**src/rtl/cpu_macros.svh**
```systemverilog
/*
 * Width and count macros for the integer execute pipeline:
 * register value, register number, immediate and operation code
 * widths, register file depth and number of source operands.
 */

`ifndef CPU_MACROS_SVH
`define CPU_MACROS_SVH

// Datapath widths
`define CPU_REG_WIDTH    32  // Register value
`define CPU_REGNO_WIDTH  5   // Register number
`define CPU_IMM_WIDTH    16  // Immediate field
`define CPU_OP_WIDTH     3   // ALU operation code

// Counts
`define CPU_NUM_REGS     32  // Register file depth
`define CPU_NUM_SRC      2   // Source operands, 0 is rs and 1 is rt

`endif

```
**src/rtl/cpu_types_pkg.sv**
```systemverilog
/*
 * Data typedefs of the pipeline: register values,
 * register numbers and immediates.
 */

`include "cpu_macros.svh"

package cpu_types_pkg;

  // Register value
  typedef logic [`CPU_REG_WIDTH-1:0] reg_t;

  // Register number, 0 is the hardwired zero register
  typedef logic [`CPU_REGNO_WIDTH-1:0] regno_t;

  // Raw immediate, before any extension
  typedef logic [`CPU_IMM_WIDTH-1:0] imm_t;

endpackage

```
**src/rtl/cpu_ops_pkg.sv**
```systemverilog
/*
 * ALU operation typedef and the named operation codes
 * executed by the pipeline.
 */

`include "cpu_macros.svh"

package cpu_ops_pkg;

  typedef logic [`CPU_OP_WIDTH-1:0] alu_op_t;

  // Register-register operations
  localparam alu_op_t OP_ADD  = 'd0;  // rs + rt
  localparam alu_op_t OP_SUB  = 'd1;  // rs - rt
  localparam alu_op_t OP_AND  = 'd2;  // Bitwise and
  localparam alu_op_t OP_OR   = 'd3;  // Bitwise or
  localparam alu_op_t OP_XOR  = 'd4;  // Bitwise xor
  localparam alu_op_t OP_SLT  = 'd5;  // Signed rs < rt, 0 or 1

  // Immediate operations
  localparam alu_op_t OP_ADDI = 'd6;  // rs + sign-extended imm
  localparam alu_op_t OP_LUI  = 'd7;  // imm in the upper half

endpackage

```
**src/rtl/decode_stage.sv**
```systemverilog
/*
 * Decode stage: 32-entry register file with register 0 tied to zero
 * and write-through from the writeback port, plus the p2 pipeline
 * register that holds the issued instruction and its source operands.
 */

`timescale 1ns/10ps
`include "cpu_macros.svh"

module decode_stage
  import cpu_types_pkg::*, cpu_ops_pkg::*;
(
  input  logic                          clk,
  input  logic                          rst_n,
  input  logic                          issue,     // Instruction strobe
  input  alu_op_t                       op,
  input  regno_t                        rs,
  input  regno_t                        rt,
  input  regno_t                        rd,
  input  imm_t                          imm,
  input  logic                          wr_en,     // Writeback port
  input  regno_t                        wr_no,
  input  reg_t                          wr_data,
  output logic                          valid_p2,
  output alu_op_t                       op_p2,
  output regno_t                        rd_p2,
  output imm_t                          imm_p2,
  output regno_t [`CPU_NUM_SRC-1:0]     src_no,    // Source numbers at p2
  output reg_t   [`CPU_NUM_SRC-1:0]     src_data   // Register file data at p2
);

  reg_t                       regs [`CPU_NUM_REGS];  // Entry 0 never written
  regno_t [`CPU_NUM_SRC-1:0]  src_sel;               // Sources being issued
  reg_t   [`CPU_NUM_SRC-1:0]  src_rd;                // Combinational read

  assign src_sel[0] = rs;
  assign src_sel[1] = rt;

  // Read ports, a same-cycle write is passed through
  always_comb
  begin
    for (int i = 0; i < `CPU_NUM_SRC; i++)
    begin
      if (src_sel[i] == '0)
        src_rd[i] = '0;                      // Zero register
      else if (wr_en && wr_no == src_sel[i])
        src_rd[i] = wr_data;                 // Write-through
      else
        src_rd[i] = regs[src_sel[i]];
    end
  end

  // Write port
  always_ff @(posedge clk)
  begin
    if (wr_en && wr_no != '0)
      regs[wr_no] <= wr_data;
  end

  // p2 control, empty issue slots become bubbles
  always_ff @(posedge clk)
  begin
    if (!rst_n)
    begin
      valid_p2 <= 1'b0;
      rd_p2    <= '0;
    end
    else
    begin
      valid_p2 <= issue;
      rd_p2    <= issue ? rd : regno_t'(0);  // Bubble targets r0
    end
  end

  // p2 payload
  always_ff @(posedge clk)
  begin
    op_p2    <= op;
    imm_p2   <= imm;
    src_no   <= src_sel;
    src_data <= src_rd;
  end

  // A write to r0 on the writeback port must leave entry 0 untouched
  a_r0_stays_zero: assert property (
    @(posedge clk) disable iff (!rst_n)
    wr_en && wr_no == '0 |=> regs[0] === $past(regs[0]))
    else $error("register 0 changed by a write to it");

endmodule

```
**src/rtl/operand_fwd.sv**
```systemverilog
/*
 * Forwarding multiplexer for one source operand. Selects the newest
 * value: memory stage, then writeback stage, then register file.
 */

`timescale 1ns/10ps

module operand_fwd
  import cpu_types_pkg::*;
(
  input  regno_t src_no,      // Source register at p2
  input  reg_t   src_data,    // Register file value
  input  regno_t rd_p3,       // Memory stage destination
  input  reg_t   rd_data_p3,
  input  regno_t rd_p4,       // Writeback stage destination
  input  reg_t   rd_data_p4,
  output reg_t   fwd_data     // Forwarded operand
);

  always_comb
  begin
    if (src_no != '0 && src_no == rd_p3)
      fwd_data = rd_data_p3;             // Newest producer
    else if (src_no != '0 && src_no == rd_p4)
      fwd_data = rd_data_p4;
    else
      fwd_data = src_data;               // No match or r0
  end

  // Memory stage must win even when writeback holds the same register
  always_comb
  begin
    if (src_no != '0 && src_no == rd_p3)
      a_mem_fwd: assert final (fwd_data == rd_data_p3)
        else $error("operand r%0d not taken from memory stage", src_no);
  end

endmodule

```
**src/rtl/exec_pipe.sv**
```systemverilog
/*
 * Execute pipe: eight-operation ALU on the forwarded operands,
 * memory-stage and writeback-stage registers, stage destination
 * buses for forwarding, register file write port and writeback report.
 */

`timescale 1ns/10ps
`include "cpu_macros.svh"

module exec_pipe
  import cpu_types_pkg::*, cpu_ops_pkg::*;
(
  input  logic                      clk,
  input  logic                      rst_n,
  input  logic                      valid_p2,
  input  alu_op_t                   op_p2,
  input  regno_t                    rd_p2,
  input  imm_t                      imm_p2,
  input  reg_t [`CPU_NUM_SRC-1:0]   fwd_data,    // Forwarded rs and rt
  output regno_t                    rd_p3,       // Memory stage
  output reg_t                      rd_data_p3,
  output regno_t                    rd_p4,       // Writeback stage
  output reg_t                      rd_data_p4,
  output logic                      wr_en,       // Register file write
  output regno_t                    wr_no,
  output reg_t                      wr_data,
  output logic                      wb_valid,    // Writeback report
  output regno_t                    wb_rd,
  output reg_t                      wb_data
);

  reg_t opa;          // rs operand
  reg_t opb;          // rt operand
  reg_t imm_sx;       // Sign-extended immediate
  reg_t imm_hi;       // Immediate in upper half
  reg_t alu_res;
  logic valid_p3;
  logic valid_p4;

  assign opa    = fwd_data[0];
  assign opb    = fwd_data[1];
  assign imm_sx = {{(`CPU_REG_WIDTH-`CPU_IMM_WIDTH){imm_p2[`CPU_IMM_WIDTH-1]}}, imm_p2};
  assign imm_hi = {imm_p2, {(`CPU_REG_WIDTH-`CPU_IMM_WIDTH){1'b0}}};

  // ALU
  always_comb
  begin
    case (op_p2)
      OP_ADD:  alu_res = opa + opb;
      OP_SUB:  alu_res = opa - opb;
      OP_AND:  alu_res = opa & opb;
      OP_OR:   alu_res = opa | opb;
      OP_XOR:  alu_res = opa ^ opb;
      OP_SLT:  alu_res = {{(`CPU_REG_WIDTH-1){1'b0}}, $signed(opa) < $signed(opb)};
      OP_ADDI: alu_res = opa + imm_sx;
      OP_LUI:  alu_res = imm_hi;
      default: alu_res = '0;
    endcase
  end

  // Stage control, bubbles carry destination 0
  always_ff @(posedge clk)
  begin
    if (!rst_n)
    begin
      valid_p3 <= 1'b0;
      rd_p3    <= '0;
      valid_p4 <= 1'b0;
      rd_p4    <= '0;
    end
    else
    begin
      valid_p3 <= valid_p2;
      rd_p3    <= valid_p2 ? rd_p2 : regno_t'(0);
      valid_p4 <= valid_p3;
      rd_p4    <= rd_p3;
    end
  end

  // Result payload
  always_ff @(posedge clk)
  begin
    rd_data_p3 <= alu_res;
    rd_data_p4 <= rd_data_p3;   // Memory stage only passes through
  end

  // One writeback register, two port groups
  assign wr_en    = valid_p4;
  assign wr_no    = rd_p4;
  assign wr_data  = rd_data_p4;
  assign wb_valid = valid_p4;
  assign wb_rd    = rd_p4;
  assign wb_data  = rd_data_p4;

  // Destination must be resolved by the time a result retires
  a_wb_rd_known: assert property (
    @(posedge clk) disable iff (!rst_n)
    wb_valid |-> !$isunknown(wb_rd))
    else $error("writeback with unknown destination");

endmodule

```
**src/rtl/int_pipe_top.sv**
```systemverilog
/*
 * Top level of the integer execute pipeline: decode stage,
 * one forwarding multiplexer per source operand, execute pipe.
 */

`timescale 1ns/10ps
`include "cpu_macros.svh"

module int_pipe_top
  import cpu_types_pkg::*, cpu_ops_pkg::*;
(
  input  logic    clk,
  input  logic    rst_n,
  input  logic    issue,
  input  alu_op_t op,
  input  regno_t  rs,
  input  regno_t  rt,
  input  regno_t  rd,
  input  imm_t    imm,
  output logic    wb_valid,
  output regno_t  wb_rd,
  output reg_t    wb_data
);

  logic                       valid_p2;
  alu_op_t                    op_p2;
  regno_t                     rd_p2;
  imm_t                       imm_p2;
  regno_t [`CPU_NUM_SRC-1:0]  src_no;
  reg_t   [`CPU_NUM_SRC-1:0]  src_data;
  reg_t   [`CPU_NUM_SRC-1:0]  fwd_data;
  regno_t                     rd_p3;
  reg_t                       rd_data_p3;
  regno_t                     rd_p4;
  reg_t                       rd_data_p4;
  logic                       wr_en;
  regno_t                     wr_no;
  reg_t                       wr_data;

  decode_stage u_decode (
    .clk      (clk),
    .rst_n    (rst_n),
    .issue    (issue),
    .op       (op),
    .rs       (rs),
    .rt       (rt),
    .rd       (rd),
    .imm      (imm),
    .wr_en    (wr_en),
    .wr_no    (wr_no),
    .wr_data  (wr_data),
    .valid_p2 (valid_p2),
    .op_p2    (op_p2),
    .rd_p2    (rd_p2),
    .imm_p2   (imm_p2),
    .src_no   (src_no),
    .src_data (src_data)
  );

  // One forwarder per source operand
  for (genvar g = 0; g < `CPU_NUM_SRC; g++)
  begin : g_fwd
    operand_fwd u_fwd (
      .src_no     (src_no[g]),
      .src_data   (src_data[g]),
      .rd_p3      (rd_p3),
      .rd_data_p3 (rd_data_p3),
      .rd_p4      (rd_p4),
      .rd_data_p4 (rd_data_p4),
      .fwd_data   (fwd_data[g])
    );
  end

  exec_pipe u_exec (
    .clk        (clk),
    .rst_n      (rst_n),
    .valid_p2   (valid_p2),
    .op_p2      (op_p2),
    .rd_p2      (rd_p2),
    .imm_p2     (imm_p2),
    .fwd_data   (fwd_data),
    .rd_p3      (rd_p3),
    .rd_data_p3 (rd_data_p3),
    .rd_p4      (rd_p4),
    .rd_data_p4 (rd_data_p4),
    .wr_en      (wr_en),
    .wr_no      (wr_no),
    .wr_data    (wr_data),
    .wb_valid   (wb_valid),
    .wb_rd      (wb_rd),
    .wb_data    (wb_data)
  );

endmodule

```
**config.mk**
```make
export PLATFORM = sky130hd
export DESIGN_NAME = int_pipe_top
export DESIGN_NICKNAME = d
export VERILOG_FILES = /design/src/rtl/cpu_types_pkg.sv /design/src/rtl/cpu_ops_pkg.sv /design/src/rtl/decode_stage.sv /design/src/rtl/operand_fwd.sv /design/src/rtl/exec_pipe.sv /design/src/rtl/int_pipe_top.sv
export VERILOG_INCLUDE_DIRS = /design/src /design/src/rtl
export SDC_FILE = /design/constraint.sdc
export NUM_CORES = 2
export LEC_CHECK = 0
export ABC_AREA = 0
export BUFFER_PORTS_ARGS = -buffer_cell sky130_fd_sc_hd__buf_4
export CORE_MARGIN = 4
export CORE_UTILIZATION = 35
export DETAILED_ROUTE_END_ITERATION = 16
export PLACE_DENSITY = 0.53
export SYNTH_ARGS = -nofsm -noshare
export SYNTH_HDL_FRONTEND = slang
export SYNTH_SLANG_ARGS = --single-unit
```
**constraint.sdc**
```tcl
create_clock -name clk -period 7.65 [get_ports clk]
set_input_delay 1.1475 -clock clk [delete_from_list [all_inputs] [get_ports clk]]
set_output_delay 1.1475 -clock clk [all_outputs]
set_load 0.02 [all_outputs]
```
==> results.txt <==
- The worst hold path passes through 0 cells.
- The path with the worst hold slack has its endpoint at u_exec.rd_data_p4[4].
- Worst skew pair latency: 780 ps
- Commonest cells after routing, fill and taps aside: edfxtp_1 (1,024), mux4_2 (550), mux2i_1 (197), nor2_1 (191), dfxtp_1 (174)
- Setup violations remaining at the end of the flow were counted as 0.
- Overall via count from detail_route: 35,500
- Clock transition at the registers of the reported paths: approximately 60 ps
* Number of clock sinks: 1,199
* Main synth FF type: edfxtp_1
* Initial antenna violation count: 3
- The library cell used most frequently in the layout, excluding fill and tap cells, is edfxtp_1.
* CTS Root Buffer Type: clkbuf_16
- Number of design-rule violations left by the first detailed-router iteration: roughly 3,700
- The total area inside the core boundary comes to 166,000 um^2.
- Syn-to-layout area delta: 13.9%
* Fraction of synthesis flops using an asynchronous set or reset pin: 0%
- Overall power consumption after layout is estimated at 17.1 mW.
- Post-DR vias/cell: 5.91
- Data arrival time of the critical path: slightly below 7000 ps
- Largest incremental delay on the critical path: 630 ps
* Critical path startpoint category: register
* Worst vdd rail ir drop: between 200 and 250 uV
- Gate count of the mapped netlist: 3,589
- Counting buffers and inverters, the worst setup path is 21 cells deep.
- The count of nets left with antenna violations once routing finished came out at 0.
- CP delay by family, top: compound AO/OA/AOI/OAI gates
- Summed over all instances, the cell type with the most area after synthesis is edfxtp_1.
- After the last flow step, the layout net total stands at a little under 4,000.
- Wire length reported by the detailed router: 193 mm
* Max transition margin: 24.6%
* Post-route met1 wirelength: 80.5 mm
- Highest routed layer: met4
- For this run, the number of Yosys warnings is 0.
* Cell chain of the critical path: xor2_1, or4_1, nor3_2, buf_4, buf_4, mux2i_1, nor2_1, a21oi_1, o21ai_0, ha_1, nand4_1, or2_2, a211oi_1, nor3_1, o31ai_1, nand2_1, a31oi_1, o21ai_0, xnor2_1, a221oi_1, o21ai_1
* Max-Cap Viols: 0
* Proportion of synthesized chip area in sequential cells: 58.5%
- Share of the core filled with cells: about two fifths
- Wire per inst: 32.2 um
- The HPWL after detailed placement is approximately 110 mm.
- Starting density of the core: 35.4%
* Crit path required time: 8290 ps
- Setup slack on the worst reg-to-reg path comes out at roughly 1500 ps.
* Post-route DRC: 0
* Maximum clock frequency: 164 MHz
- The number of global-route vias before repair was 36,000.
- Summing every instance area after synthesis gives ~59,000 um^2.
- Number of buffers inserted for hold repair after clock tree synthesis: 0
* Unique masters post-synth: 77
- Pin count of the biggest net entering global routing: 93
- Final worst-path cycle share: about four fifths
* Final worst setup slack: 1540 ps
- GP Congestion: just under 1
* Critical-path maximum fanout: 20
- Setup repair after global routing left no endpoint under its margin.
- Class of the tightest hold or removal check: reg2reg
- Post-route cell area: 66,700 um^2
- Global routing usage summed across all routing layers: 22.0%
- Count of H-tree levels built during CTS: 4
* Startpoint of the lowest-slack hold path: u_exec.rd_data_p3[4]
* Cells resized by post-CTS repair: 0
- Depth of the worst register-to-register path: 21
- The worst setup path is captured at a register.
* Number of top-level design ports: 75
- Dividing total power by cell area gives a power density of 256 nW/um^2.
- FP Rows: 149
* Area of the die: 174,000 um^2
- The number of buffers and inverters on the critical path is 2.
- Worst reg2reg path endpoint: u_exec.rd_data_p3[30]
- Summed over all layers, the global routing overflow is 0.
- WS Path Type: reg2reg
- In this run the static leakage power is 22.2 nW.
- After synthesis the netlist holds a flip-flop and latch count of about 1,200.
- Number of CTS-inserted buffers: 134
- Fraction of post-synthesis cell area in the top cell type by area: 52.5%
- The die is 417 um wide.
* Post-Synthesis Mean Instance Area: 16.3 um^2
* Die height: 417 um
* Tmin final: 6110 ps
- Between clock sinks in the finished design, the worst skew comes to around 24 ps.
* Clock tree from TritonCTS: built
* Number of pins with negative max-slew slack in the final report: 0
- Worst slew pin tran: 1130 ps
* Buffer levels on the longest clock path: 3
- Reg2Reg Launch Point: u_exec.rd_p4[3]
- Post-detailed-placement cell area: 62,400 um^2
- Pre-CTS setup slack: 1610 ps
- Met2 wire length: roughly 90 mm
- Hold Vio Cnt, Final: 0
* Sum of negative setup slack: 0 ps
- The routed design uses between 10 and 15 mm of met3 wire.
* Global-route wire length before repair: 273 mm
* Cells taking the most area after synthesis: edfxtp_1 (52%), mux4_2 (21%), dfxtp_1 (6.0%), mux2i_1 (3.4%), ha_1 (2.7%)
- Max stage delay cell, worst path: dfxtp_1
- Number of iterations in the first detailed-routing pass: 6
- Fraction of final layout cells sized beyond drive strength 1: between 20% and 30%
- Yosys mapped a number of flops with a built-in enable equal to 1,024.
- The flow ran to the end, and the final reports show no timing, DRC or antenna violations.
- Post-CTS Setup Repair Bufs: 0
* Number of buffers inserted by port buffering: 74
[logic make-up after synthesis]
kind of cell,after synthesis,share of synthesized area [%]
AND/OR/NAND/NOR,468,3.59
other,1,0.00640
multiplexers,780,25.1
XOR/XNOR,84,1.26
buffers and inverters,346,2.23
flip-flops,1199,58.5
AO/OA/AOI/OAI,583,6.57
adder cells (fa/ha/maj),128,2.76
[routing by layer]
metal	global-route usage [%]	up-vias
li1	-	14800
met1	29.9	18900
met2	35.6	1451
met3	4.00	280
met4	8.08	0
met5	0	-
[registers in the layout, indices dropped and copies added, names as in the netlist]
signal / flops
u_decode.rd_p2: 5
u_exec.rd_data_p4: 32
u_decode.op_p2: 3
u_exec.rd_p4: 5
u_exec.rd_p3: 5
u_exec.valid_p3: 1
u_decode.src_no: 10
u_decode.imm_p2: 16
u_decode.src_data: 64
u_decode.valid_p2: 1
u_exec.rd_data_p3: 32
u_exec.wb_valid: 1
u_decode.regs: 1024
[final cells by class]
| cell class | instances | area [um^2] |
|---|---|---|
| repair buffers | 189 | 1620 |
| inverters | 100 | 375 |
| well taps | 2189 | 2740 |
| clock inverters | 73 | 649 |
| clock buffers | 173 | 3650 |
| multi-input cells | 2075 | 23400 |
| diodes | 1 | 2.50 |
| flip-flops and latches | 1199 | 34300 |
| fillers | 14900 | 99000 |
[worst max-delay path by stage]
stage | startpoint | to | slack (ps)
floorplan | u_exec.rd_p4[1] | u_exec.rd_data_p3[30] | 2090
global placement | u_exec.rd_p4[1] | u_exec.rd_data_p3[30] | 1650
detailed placement | u_exec.rd_p4[3] | u_exec.rd_data_p3[30] | 1610
CTS | u_exec.rd_p4[3] | u_exec.rd_data_p3[30] | 1580
global route | u_exec.rd_p4[3] | u_exec.rd_data_p3[30] | 1040
finish | u_exec.rd_p4[3] | u_exec.rd_data_p3[30] | 1540
[through the flow]
stage | hold slack [ps] | instances
after floorplan | 347 | 3620
after CTS | 372 | 5998
after global placement | 359 | 5752
final | 373 | 5999
after detailed placement | 360 | 5752
after global routing | 383 | 5998
[Yosys cell counts (all sizes together) (8+ instances only)]
master / n
o221ai: 19
a21o: 16
a221oi: 24
mux2i: 197
nand2b: 25
and2: 13
clkbuf: 175
inv: 100
a221o: 13
nand2: 109
o21a: 9
edfxtp: 1024
o21ai: 150
nor2: 225
xor2: 30
a22oi: 25
o211ai: 30
buf: 71
mux2: 33
dfxtp: 175
and3: 16
nor3: 25
mux4: 550
a211oi: 68
nand3: 10
o22ai: 44
a21oi: 127
ha: 126
xnor2: 54
o21bai: 11
nor4: 8
[power breakdown]
part	internal [mW]	switching, mW
Combinational	1.04	1.86
Sequential	7.70	0.122
Clock	3.68	2.70
Power figures use the tool's default switching activity.
